File: config.mk
export PLATFORM = sky130hd
export DESIGN_NAME = proc
export DESIGN_NICKNAME = d
export VERILOG_FILES = /design/src/cpuPkg.sv /design/src/decodeStage.sv /design/src/executeStage.sv /design/src/fetchStage.sv /design/src/memoryStage.sv /design/src/proc.sv /design/src/procCtrlRegs.sv
export VERILOG_INCLUDE_DIRS = /design/src
export SDC_FILE = /design/constraint.sdc
export NUM_CORES = 2
export LEC_CHECK = 0
export BUFFER_PORTS_ARGS = -buffer_cell sky130_fd_sc_hd__buf_2
export CAP_MARGIN = 20
export CORE_MARGIN = 8
export CORE_UTILIZATION = 44
export DETAILED_ROUTE_END_ITERATION = 10
export PLACE_DENSITY = 0.71
export SYNTH_ARGS = -nofsm -noshare
export SYNTH_HDL_FRONTEND = slang
export SYNTH_HIERARCHICAL = 1
export SYNTH_SLANG_ARGS = --single-unit
File: constraint.sdc
create_clock -name clk -period 7.4 [get_ports clk]
set_clock_uncertainty 0.2 [all_clocks]
set_input_delay 0.74 -clock clk [delete_from_list [all_inputs] [get_ports clk]]
set_output_delay 0.74 -clock clk [all_outputs]
set_load 0.1 [all_outputs]
File: src/proc_defs.svh
`ifndef PROC_DEFS_SVH
`define PROC_DEFS_SVH

// Memory sizes in 16-bit words
`define PROC_IMEM_DEPTH 64
`define PROC_DMEM_DEPTH 64

// General register count
`define PROC_NUM_REGS 8

// APB register map, byte addresses
`define PROC_ADDR_CTRL    12'h000
`define PROC_ADDR_STATUS  12'h004
`define PROC_ADDR_RETIRED 12'h008

// Access windows, one 16-bit word per 4-byte slot
`define PROC_BASE_IMEM 12'h100
`define PROC_BASE_REGS 12'h200
`define PROC_BASE_DMEM 12'h300

`endif

File: src/cpuPkg.sv
package cpuPkg;

   // Opcode lives in instr[15:12], unused codes run as NOP
   typedef enum logic [3:0] {
      opNop  = 4'd0,
      opAdd  = 4'd1,
      opSub  = 4'd2,
      opAnd  = 4'd3,
      opXor  = 4'd4,
      opAddi = 4'd5,
      opLd   = 4'd6,
      opSt   = 4'd7,
      opBeqz = 4'd8,
      opHalt = 4'd15
   } opcodeE;

   typedef struct packed {
      logic        valid;
      logic [5:0]  pc;
      logic [15:0] instr;
   } ifIdT;

   typedef struct packed {
      logic        valid;
      opcodeE      op;
      logic [2:0]  rd;
      logic        regWrite;
      logic [15:0] opA;
      logic [15:0] opB;
      logic [15:0] storeData;
      logic [15:0] imm;
   } idExT;

   typedef struct packed {
      logic        valid;
      opcodeE      op;
      logic [2:0]  rd;
      logic        regWrite;
      logic [15:0] result;
      logic [15:0] storeData;
   } exMemT;

   typedef struct packed {
      logic        valid;
      logic        halt;
      logic [2:0]  rd;
      logic        regWrite;
      logic [15:0] wbData;
   } memWbT;

endpackage

File: src/decodeStage.sv
`timescale 1ns/1ps
`include "proc_defs.svh"

module decodeStage import cpuPkg::*; (
   input  logic        clk,
   input  logic        rstN,
   input  logic        runEn,
   input  ifIdT        ifId,
   input  idExT        idExQ,
   input  exMemT       exMemQ,
   input  memWbT       memWb,
   input  logic [2:0]  dbgRegIdx,
   output logic [15:0] dbgRegData,
   output logic        stall,
   output logic        branchTaken,
   output logic        haltSeen,
   output logic [5:0]  branchTarget,
   output idExT        idEx
);

   logic [15:0] regs [`PROC_NUM_REGS];
   logic [2:0]  rd, rs, rt;
   logic [15:0] imm, rsVal, rtVal, rdVal;
   opcodeE      op;
   logic        aluOp, useRs, useRt, useRd, writesReg;
   logic        wbWrite, haltNow, haltLatched;

   // Older writer still in EX or MEM
   function automatic logic busy(input logic [2:0] idx, input idExT ex, input exMemT mem);
      return (ex.valid && ex.regWrite && ex.rd == idx) ||
             (mem.valid && mem.regWrite && mem.rd == idx);
   endfunction

   assign rd  = ifId.instr[11:9];
   assign rs  = ifId.instr[8:6];
   assign rt  = ifId.instr[5:3];
   assign imm = {{10{ifId.instr[5]}}, ifId.instr[5:0]};

   always_comb begin
      case (ifId.instr[15:12])
         opAdd, opSub, opAnd, opXor, opAddi, opLd, opSt, opBeqz, opHalt:
            op = opcodeE'(ifId.instr[15:12]);
         default: op = opNop;
      endcase
   end

   assign aluOp     = (op == opAdd) || (op == opSub) || (op == opAnd) || (op == opXor);
   assign useRs     = aluOp || (op == opAddi) || (op == opLd) || (op == opSt) || (op == opBeqz);
   assign useRt     = aluOp;
   // ST reads rd as its store data
   assign useRd     = (op == opSt);
   assign writesReg = aluOp || (op == opAddi) || (op == opLd);

   assign stall = ifId.valid && ((useRs && busy(rs, idExQ, exMemQ)) ||
                                 (useRt && busy(rt, idExQ, exMemQ)) ||
                                 (useRd && busy(rd, idExQ, exMemQ)));

   // Write-through so a same-cycle writeback is seen here
   assign wbWrite = memWb.valid && memWb.regWrite;
   assign rsVal   = (wbWrite && memWb.rd == rs) ? memWb.wbData : regs[rs];
   assign rtVal   = (wbWrite && memWb.rd == rt) ? memWb.wbData : regs[rt];
   assign rdVal   = (wbWrite && memWb.rd == rd) ? memWb.wbData : regs[rd];

   assign dbgRegData = regs[dbgRegIdx];

   assign branchTaken  = ifId.valid && !stall && (op == opBeqz) && (rsVal == 16'd0);
   assign branchTarget = ifId.pc + 6'd1 + imm[5:0];
   assign haltNow      = ifId.valid && (op == opHalt);
   assign haltSeen     = haltNow || haltLatched;

   always_ff @(posedge clk or negedge rstN) begin
      if (!rstN) begin
         for (int i = 0; i < `PROC_NUM_REGS; i++) begin
            regs[i] <= '0;
         end
      end else if (wbWrite) begin
         regs[memWb.rd] <= memWb.wbData;
      end
   end

   always_ff @(posedge clk or negedge rstN) begin
      if (!rstN) begin
         idEx        <= '0;
         haltLatched <= 1'b0;
      end else begin
         // Fetch stays stopped after HALT until the next start
         haltLatched <= runEn && (haltLatched || haltNow);
         if (!runEn || stall || !ifId.valid) begin
            idEx <= '0;
         end else begin
            idEx.valid     <= 1'b1;
            idEx.op        <= op;
            idEx.rd        <= rd;
            idEx.regWrite  <= writesReg;
            idEx.opA       <= rsVal;
            idEx.opB       <= rtVal;
            idEx.storeData <= rdVal;
            idEx.imm       <= imm;
         end
      end
   end

endmodule

File: src/executeStage.sv
`timescale 1ns/1ps

module executeStage import cpuPkg::*; (
   input  logic  clk,
   input  logic  rstN,
   input  logic  runEn,
   input  idExT  idEx,
   output exMemT exMem
);

   logic [15:0] aluOut;

   always_comb begin
      case (idEx.op)
         opAdd: aluOut = idEx.opA + idEx.opB;
         opSub: aluOut = idEx.opA - idEx.opB;
         opAnd: aluOut = idEx.opA & idEx.opB;
         opXor: aluOut = idEx.opA ^ idEx.opB;
         // Load/store address uses the same base plus offset sum
         opAddi, opLd, opSt: aluOut = idEx.opA + idEx.imm;
         default: aluOut = '0;
      endcase
   end

   always_ff @(posedge clk or negedge rstN) begin
      if (!rstN) begin
         exMem <= '0;
      end else if (!runEn) begin
         exMem <= '0;
      end else begin
         exMem.valid     <= idEx.valid;
         exMem.op        <= idEx.op;
         exMem.rd        <= idEx.rd;
         exMem.regWrite  <= idEx.regWrite;
         exMem.result    <= aluOut;
         exMem.storeData <= idEx.storeData;
      end
   end

endmodule

File: src/fetchStage.sv
`timescale 1ns/1ps
`include "proc_defs.svh"

module fetchStage import cpuPkg::*; (
   input  logic        clk,
   input  logic        rstN,
   input  logic        runEn,
   input  logic        stall,
   input  logic        branchTaken,
   input  logic        haltSeen,
   input  logic [5:0]  branchTarget,
   input  logic        imemWe,
   input  logic [5:0]  imemIdx,
   input  logic [15:0] imemWdata,
   output ifIdT        ifId
);

   logic [15:0] imem [`PROC_IMEM_DEPTH];
   logic [5:0]  pc;

   // Host loads the program over APB while the core is stopped
   always_ff @(posedge clk) begin
      if (imemWe) begin
         imem[imemIdx] <= imemWdata;
      end
   end

   always_ff @(posedge clk or negedge rstN) begin
      if (!rstN) begin
         pc   <= '0;
         ifId <= '0;
      end else if (!runEn) begin
         pc   <= '0;
         ifId <= '0;
      end else if (!stall) begin
         if (branchTaken) begin
            // Word fetched behind the branch is dropped
            pc         <= branchTarget;
            ifId.valid <= 1'b0;
         end else if (haltSeen) begin
            ifId.valid <= 1'b0;
         end else begin
            pc         <= pc + 6'd1;
            ifId.valid <= 1'b1;
            ifId.pc    <= pc;
            ifId.instr <= imem[pc];
         end
      end
   end

endmodule

File: src/memoryStage.sv
`timescale 1ns/1ps
`include "proc_defs.svh"

module memoryStage import cpuPkg::*; (
   input  logic        clk,
   input  logic        rstN,
   input  logic        runEn,
   input  exMemT       exMem,
   input  logic [5:0]  dbgMemIdx,
   output logic [15:0] dbgMemData,
   output memWbT       memWb
);

   logic [15:0] dmem [`PROC_DMEM_DEPTH];
   logic [5:0]  addr;
   logic [15:0] loadData;

   // Word address, upper bits of the sum wrap away
   assign addr       = exMem.result[5:0];
   assign loadData   = dmem[addr];
   assign dbgMemData = dmem[dbgMemIdx];

   always_ff @(posedge clk or negedge rstN) begin
      if (!rstN) begin
         for (int i = 0; i < `PROC_DMEM_DEPTH; i++) begin
            dmem[i] <= '0;
         end
      end else if (exMem.valid && exMem.op == opSt) begin
         dmem[addr] <= exMem.storeData;
      end
   end

   always_ff @(posedge clk or negedge rstN) begin
      if (!rstN) begin
         memWb <= '0;
      end else if (!runEn) begin
         memWb <= '0;
      end else begin
         memWb.valid    <= exMem.valid;
         memWb.halt     <= exMem.valid && exMem.op == opHalt;
         memWb.rd       <= exMem.rd;
         memWb.regWrite <= exMem.regWrite;
         memWb.wbData   <= (exMem.op == opLd) ? loadData : exMem.result;
      end
   end

endmodule

File: src/proc.sv
`timescale 1ns/1ps

module proc import cpuPkg::*; (
   input  logic        clk,
   input  logic        rstN,
   input  logic        psel,
   input  logic        penable,
   input  logic        pwrite,
   input  logic [11:0] paddr,
   input  logic [31:0] pwdata,
   output logic [31:0] prdata,
   output logic        pready,
   output logic        pslverr
);

   // Pipeline registers between stages
   ifIdT  ifId;
   idExT  idEx;
   exMemT exMem;
   memWbT memWb;

   logic        runEn;
   logic        stall, branchTaken, haltSeen;
   logic [5:0]  branchTarget;
   logic        imemWe;
   logic [5:0]  imemIdx;
   logic [15:0] imemWdata;
   logic [2:0]  dbgRegIdx;
   logic [15:0] dbgRegData;
   logic [5:0]  dbgMemIdx;
   logic [15:0] dbgMemData;

   fetchStage fet (
      .clk(clk), .rstN(rstN), .runEn(runEn),
      .stall(stall), .branchTaken(branchTaken), .haltSeen(haltSeen),
      .branchTarget(branchTarget),
      .imemWe(imemWe), .imemIdx(imemIdx), .imemWdata(imemWdata),
      .ifId(ifId)
   );

   decodeStage dec (
      .clk(clk), .rstN(rstN), .runEn(runEn),
      .ifId(ifId), .idExQ(idEx), .exMemQ(exMem), .memWb(memWb),
      .dbgRegIdx(dbgRegIdx), .dbgRegData(dbgRegData),
      .stall(stall), .branchTaken(branchTaken), .haltSeen(haltSeen),
      .branchTarget(branchTarget), .idEx(idEx)
   );

   executeStage exe (.clk(clk), .rstN(rstN), .runEn(runEn), .idEx(idEx), .exMem(exMem));

   memoryStage mem (
      .clk(clk), .rstN(rstN), .runEn(runEn), .exMem(exMem),
      .dbgMemIdx(dbgMemIdx), .dbgMemData(dbgMemData), .memWb(memWb)
   );

   // Host side, also watches retirement for the halt
   procCtrlRegs ctrl (
      .clk(clk), .rstN(rstN),
      .psel(psel), .penable(penable), .pwrite(pwrite), .paddr(paddr), .pwdata(pwdata),
      .prdata(prdata), .pready(pready), .pslverr(pslverr),
      .wbValid(memWb.valid), .wbHalt(memWb.halt), .runEn(runEn),
      .imemWe(imemWe), .imemIdx(imemIdx), .imemWdata(imemWdata),
      .dbgRegIdx(dbgRegIdx), .dbgRegData(dbgRegData),
      .dbgMemIdx(dbgMemIdx), .dbgMemData(dbgMemData)
   );

endmodule

File: src/procCtrlRegs.sv
`timescale 1ns/1ps
`include "proc_defs.svh"

module procCtrlRegs (
   input  logic        clk,
   input  logic        rstN,
   input  logic        psel,
   input  logic        penable,
   input  logic        pwrite,
   input  logic [11:0] paddr,
   input  logic [31:0] pwdata,
   output logic [31:0] prdata,
   output logic        pready,
   output logic        pslverr,
   input  logic        wbValid,
   input  logic        wbHalt,
   output logic        runEn,
   output logic        imemWe,
   output logic [5:0]  imemIdx,
   output logic [15:0] imemWdata,
   output logic [2:0]  dbgRegIdx,
   input  logic [15:0] dbgRegData,
   output logic [5:0]  dbgMemIdx,
   input  logic [15:0] dbgMemData
);

   logic        access, rdAcc, wrAcc, mapped, busyErr;
   logic        hitCtrl, hitStatus, hitRetired, hitImem, hitRegs, hitDmem;
   logic        halted;
   logic [15:0] retired;
   logic [5:0]  slot;

   assign access = psel && penable;
   assign rdAcc  = access && !pwrite;
   assign wrAcc  = access && pwrite;
   assign slot   = paddr[7:2];

   assign hitCtrl    = paddr == `PROC_ADDR_CTRL;
   assign hitStatus  = paddr == `PROC_ADDR_STATUS;
   assign hitRetired = paddr == `PROC_ADDR_RETIRED;
   // Window slots are word aligned
   assign hitImem    = (paddr & 12'hF03) == `PROC_BASE_IMEM;
   assign hitRegs    = (paddr & 12'hF03) == `PROC_BASE_REGS && slot < `PROC_NUM_REGS;
   assign hitDmem    = (paddr & 12'hF03) == `PROC_BASE_DMEM;
   assign mapped     = hitCtrl || hitStatus || hitRetired || hitImem || hitRegs || hitDmem;

   // Core-owned state is off limits during a run
   assign busyErr = runEn && ((pwrite && hitImem) || (!pwrite && (hitRegs || hitDmem)));
   assign pslverr = access && (!mapped || busyErr);
   assign pready  = 1'b1;

   assign imemWe    = wrAcc && hitImem && !runEn;
   assign imemIdx   = slot;
   assign imemWdata = pwdata[15:0];
   assign dbgRegIdx = slot[2:0];
   assign dbgMemIdx = slot;

   always_comb begin
      prdata = '0;
      if (rdAcc && !pslverr) begin
         if (hitCtrl) prdata = {31'd0, runEn};
         else if (hitStatus) prdata = {30'd0, runEn, halted};
         else if (hitRetired) prdata = {16'd0, retired};
         else if (hitRegs) prdata = {16'd0, dbgRegData};
         else if (hitDmem) prdata = {16'd0, dbgMemData};
      end
   end

   always_ff @(posedge clk or negedge rstN) begin
      if (!rstN) begin
         runEn   <= 1'b0;
         halted  <= 1'b0;
         retired <= '0;
      end else if (wrAcc && hitCtrl && pwdata[0]) begin
         runEn   <= 1'b1;
         halted  <= 1'b0;
         retired <= '0;
      end else if (wbValid) begin
         // HALT itself counts as retired
         retired <= retired + 16'd1;
         if (wbHalt) begin
            runEn  <= 1'b0;
            halted <= 1'b1;
         end
      end
   end

endmodule

# Yosys cells after proc, flatten, opt, wreduce, memory -nomap -nowiden

Memories as Yosys holds them, arrays and structs flattened.
Cells that the tools add are included.

Register bits: 1336
RAM bits: 1024
Bits of input ports: 49
Logic and storage cells: 307
Memories kept: 1

Memories:

| memory   | depth | width | read ports | clocked after memory_dff | write ports | RTL line         | source |
|---|---|---|---|---|---|---|---|
| fet.imem | 64    | 16    | 1          | 0                        | 1           | fetchStage.sv:18 | `` logic [15:0] imem [`PROC_IMEM_DEPTH]; `` |

Add/sub/neg operators: 7
$lt $le $gt $ge: 10
Equality and inequality tests: 46
Multiplexer cells: 59
Bitwise operators: 9
Reduce and logical (&&, ||, !) cells: 76

Operators with widths:

| cell                                                                   | number |
|---|---|
| 1024-bit bitwise mux                                                   | 1 |
| 16-bit 2-to-1 mux                                                      | 21 |
| 16-bit binary-select mux with 3-bit select                             | 4 |
| 16-bit binary-select mux with 6-bit select                             | 2 |
| 32-bit 2-to-1 mux                                                      | 5 |
| 128-bit bitwise mux                                                    | 1 |
| 16-bit demux with 6-bit select                                         | 1 |
| 16-bit case mux with 5 select lines                                    | 1 |
| 73-bit 2-to-1 mux                                                      | 1 |
| 22-bit 2-to-1 mux                                                      | 3 |
| 4-bit by 3-bit equality test with 1-bit output (second input constant) | 14 |
| 16-bit demux with 3-bit select                                         | 1 |
| 23-bit 2-to-1 mux                                                      | 2 |
| 41-bit 2-to-1 mux                                                      | 1 |
| 1-bit logical AND                                                      | 38 |
| 16-bit adder                                                           | 2 |
| 3-bit equality test                                                    | 9 |
| 4-bit by 2-bit equality test with 1-bit output (second input constant) | 6 |
| 6-bit 2-to-1 mux                                                       | 4 |
| 1-bit logical OR                                                       | 23 |
| 4-bit equality test (second input constant)                            | 5 |
| 4-bit greater-or-equal comparator (second input constant)              | 5 |
| 3-bit NOT with 4-bit output                                            | 5 |
| 16-bit by 1-bit adder with 16-bit output (second input constant)       | 1 |
| 27 further kinds                                                       | 51 |

# Logic depth before layout (Yosys ltp)

Word-level depth: 22
Depth in mapped cells: 15
Mapped depth without buffers: 14

# Hierarchy

Netlist, hierarchy kept.

Modules (own cells, without submodules):

| module       | instances | cells each | area an instance (um^2) | sequential area each (um^2) |
|---|---|---|---|---|
| memoryStage  | 1         | 3853       | 56088.8                 | 26175.1 |
| fetchStage   | 1         | 1976       | 40666.5                 | 31475.2 |
| decodeStage  | 1         | 868        | 11795.1                 | 4804.6 |
| executeStage | 1         | 325        | 3057.9                  | 1026.0 |
| procCtrlRegs | 1         | 254        | 1956.9                  | 450.4 |

# Worst setup path after synthesis

No wires, ideal clock.

Path type: input port to output port
Start point: input port paddr[2]
End point: output port prdata[0]
Arrival time: 5.179 ns
Slack: 1.281 ns
Stages on the path: 10
Path buffers: 4
Cells stage by stage: buf_4 > clkbuf_1 > buf_2 > buf_2 > mux4_2 > mux4_2 > o22ai_1 > nor2_1 > a32oi_1 > nor4_1

RTL lines:

| element                                              | RTL line           | source |
|---|---|---|
| start: declaration                                   | proc.sv:9          | `input logic [11:0] paddr,` |
| 6-bit NOT with 7-bit output (not written as such)    | memoryStage.sv:21  | `assign dbgMemData = dmem[dbgMemIdx];` |
| 16-bit binary-select mux with 6-bit select           | memoryStage.sv:21  |  |
| 16-bit 2-to-1 mux (not written as such) (2 in a row) | memoryStage.sv:21  |  |
| net dbgMemData[0]                                    | proc.sv:31         | `logic [15:0] dbgMemData;` |
| 16-bit 2-to-1 mux                                    | procCtrlRegs.sv:65 | `else if (hitDmem) prdata = {16'd0, dbgMemData};` |
| 32-bit 2-to-1 mux                                    | procCtrlRegs.sv:64 | `else if (hitRegs) prdata = {16'd0, dbgRegData};` |
| 32-bit 2-to-1 mux                                    | procCtrlRegs.sv:63 | `else if (hitRetired) prdata = {16'd0, retired};` |
| 32-bit 2-to-1 mux                                    | procCtrlRegs.sv:62 | `else if (hitStatus) prdata = {30'd0, runEn, halted};` |
| 32-bit 2-to-1 mux                                    | procCtrlRegs.sv:61 | `if (hitCtrl) prdata = {31'd0, runEn};` |
| 32-bit 2-to-1 mux                                    | procCtrlRegs.sv:60 | `if (rdAcc && !pslverr) begin` |
| end: declaration                                     | proc.sv:11         | `output logic [31:0] prdata,` |

The timed path passes the listed nets, and every way through them passes these cells. The select of a mux whose other input is x is not followed.

# Worst setup path after layout

Start point: input port paddr[2]
End point: output port prdata[4]

Same word-level chain as after synthesis.

==> out/metrics.yaml <==
status: "finished, final reports clean"
seq_power_share_pct: 53.2
htreeDepth: 4
dieArea_um2: 275000
detailedPlace.worstSlack_ns: 1.63
grt_pass1_vias: 70600
die_w_um: 524
grt_usage_pct: 24.0
p_leak_nw: 48.6
cp.required_ns: 6.46
critical_path.max_fanout: 60
clk_pin_slew_ns: 0.06
yosysUniqueCellTypes: 99
wl_per_cell_um: 31.6
hp-class: "primary input to register"
syn_area_um2: 114000
drcViolationCount: 0
slew_headroom_pct: 10.6
end_kind: "primary output"
numPortBuffers: 49
tns_ns: 0
placed_cells: 10300
clk_latency_ns: 0.87
wl_um: 338000
drive_gt1_share_pct: 38.0
startpoint_type: "primary input"
final_common_cell: "dfrtp_1"
finalHoldViolCount: 0
die_y_um: 524
combPwrFrac_pct: 2.4
tritoncts: "done"
tightest_slew_ns: 1.33
postRouteAntennaNets: 0
num_rows: 186
worst_slack_ns: 1.49
hpwlAfterDp_um: 207000
switching_share_pct: 21.2
yosysSeqAreaShare_pct: 56.3
final_max_slew_viol_count: 0
cts_resized: 0
overflow: 0
first_pass_iters: 6
vias: 70500
max_freq_ghz: 0.169
core_area_um2: 257000
synthArstFlopShare_pct: 56.4
period_share_pct: 79.9
synth_edf_count: 1024
setup_viol: 0
power_frac_clock_pct: 44.4
clock-sinks: 2350
final_cell_mix: "dfrtp_1, mux2_2, edfxtp_1"
drt_iter0_drc: 8614
syn_avg_cell_area_um2: 15.6
p_switching_mw: 5.44
fin_cells: 10700
grt_start_max_net_pins: 180
root_buffer: "clkbuf_16"
ys_ff_latch: 2350
ir_drop_mv: 0.216
drv_cap: 0
fillers: 21200
antenna_found_initial: 22
criticalPathCategory: "primary input to primary output"
gp_congestion: 0.933
synthToLayoutAreaGrowth_pct: 9.49
ios: 83
synthFlopType: "dfrtp_1"
crit_arrival_ns: 4.97
yosysWarnings: 6
nNetsFinal: 7224
netlist_instances: 7276
rsz0062_at_grt: "false"
avgViaCountPerCell: 6.60
min_period_ns: 5.91
start_util_pct: 44.2
grt_first_pass_wirelength_um: 492000
cts_buffers: 225
clockBufferDepth: 4
power.internal_mw: 20.2
p_per_area_nw_per_um2: 206
==> registers in the layout (all words and copies together), names as in the netlist <==
name and flops:
ctrl/halted 1, ctrl/retired 16, ctrl/runEn 1, dec/haltLatched 1, dec/idEx 63, dec/regs 128
exe/exMem 41, fet/ifId 23, fet/imem 1024, fet/pc 6, mem/dmem 1024, mem/memWb 22
==> power by group through the flow <==
stage	clock, mW	sequential (mW)	combinational, mW
2_1_floorplan	0	13.9	0.302
3_3_place_gp	0	13.9	0.603
3_5_place_dp	0	13.9	0.618
4_1_cts	11.5	13.6	0.619
5_1_grt	12.0	13.6	0.667
6_report	11.4	13.6	0.627
==> through the flow <==
step	power, mW	area, um^2	hold WS [ns]	util, %
6_report	25.6	124000	0.0605	48.4
3_3_place_gp	14.5	117000	0.239	45.5
3_5_place_dp	14.5	117000	0.241	45.6
4_1_cts	25.8	124000	0.0372	48.3
5_1_grt	26.3	124000	0.0426	48.4
2_1_floorplan	14.2	114000	0.234	-
==> critical path: stages <==
cell and delay [ns]:
buf_8 0.50, buf_12 0.35, mux4_2 0.54, mux4_2 0.56, o22ai_1 0.70, nor2_1 0.27, and2_1 0.24, a31oi_1 0.20
o22ai_1 0.13, and2_1 0.19, buf_2 0.29
==> path summary, 6_finish.rpt <==
check / end / start / slack, ns / cells after the start
setup / recovery: prdata[4] / paddr[2] / 1.49 / 11
hold / removal: fet/imem[35][8] / pwdata[8] / 0.06 / 1
setup reg to reg: fet/ifId[13] / fet/ifId[8] / 2.30 / 11
hold reg to reg: exe/exMem[4] / dec/idEx[20] / 0.26 / 1
max in group asynchronous: mem/dmem[946] / rstN / 4.86 / 4
min in group asynchronous: mem/dmem[111] / rstN / 0.33 / 2
==> layout make-up <==
class / count / area, um^2 / share of cell area (%)
Inverter: 37 / 139 / 0.112
Multi-Input combinational cell: 4203 / 46200 / 37.2
Sequential cell: 2350 / 64000 / 51.5
Timing Repair Buffer: 312 / 2640 / 2.12
Clock inverter: 96 / 826 / 0.664
Tap cell: 3384 / 4230 / 3.41
Antenna cell: 5 / 12.5 / 0.0101
Clock buffer: 304 / 6320 / 5.08
==> layer usage <==
layer	share of wire, %	vias up	global-route usage [%]
met5	0.031	-	0
met4	6.9	16	13.4
met3	10	1092	5.90
met2	45	4157	37.0
met1	38	37000	31.3
li1	-	28300	-
==> cells by family after synthesis <==
| kind of cell | synth area share, % |
|---|---|
| AND/OR/NAND/NOR | 3.75 |
| buffers and inverters | 3.25 |
| XOR/XNOR | 0.424 |
| multiplexers | 29.8 |
| adder cells (fa/ha/maj) | 0.520 |
| flip-flops | 56.3 |
| AO/OA/AOI/OAI | 5.90 |
| other | 0.00661 |
==> what timing repair did <==
action	in CTS	in global routing
hold endpoints to repair	130	0
hold buffers	1	0
endpoints found under the setup margin	0	0
setup buffers	0	0
==> synth_stat cells (8+ instances only) <==
| library cell | n | area share (%) |
|---|---|---|
| nand4_1 | 12 | 0.066 |
| a21oi_1 | 135 | 0.59 |
| nor2b_1 | 32 | 0.18 |
| a221o_1 | 16 | 0.14 |
| buf_6 | 30 | 0.30 |
| o21ai_0 | 100 | 0.44 |
| and3_1 | 14 | 0.077 |
| xor2_1 | 35 | 0.27 |
| mux4_2 | 692 | 14 |
| nand2_2 | 26 | 0.14 |
| a22o_1 | 54 | 0.42 |
| a32o_1 | 20 | 0.18 |
| nor2_1 | 216 | 0.71 |
| mux2i_1 | 384 | 3.4 |
| buf_1 | 41 | 0.14 |
| nand2_1 | 123 | 0.41 |
| nand3_1 | 43 | 0.19 |
| o221ai_1 | 10 | 0.077 |
| ha_1 | 44 | 0.48 |
| dfrtp_1 | 1326 | 29 |
| nor2_2 | 16 | 0.088 |
| buf_4 | 124 | 0.82 |
| buf_2 | 181 | 0.80 |
| o22ai_1 | 101 | 0.56 |
| nor3b_1 | 13 | 0.086 |
| o211ai_1 | 20 | 0.13 |
| xnor2_1 | 20 | 0.15 |
| nand2b_1 | 17 | 0.094 |
| nor3_1 | 96 | 0.42 |
| a211oi_1 | 17 | 0.11 |
| a222oi_1 | 8 | 0.071 |
| and2_1 | 71 | 0.39 |
| a31oi_1 | 76 | 0.42 |
| a22oi_1 | 170 | 1.1 |
| edfxtp_1 | 1024 | 27 |
| nor4_1 | 17 | 0.094 |
| nor2_4 | 24 | 0.24 |
| or3_1 | 8 | 0.044 |
| a221oi_1 | 123 | 0.95 |
| mux2_2 | 1280 | 13 |
| inv_1 | 35 | 0.12 |
| clkbuf_1 | 325 | 1.1 |
No activity file was read; power rests on OpenSTA's default activity.
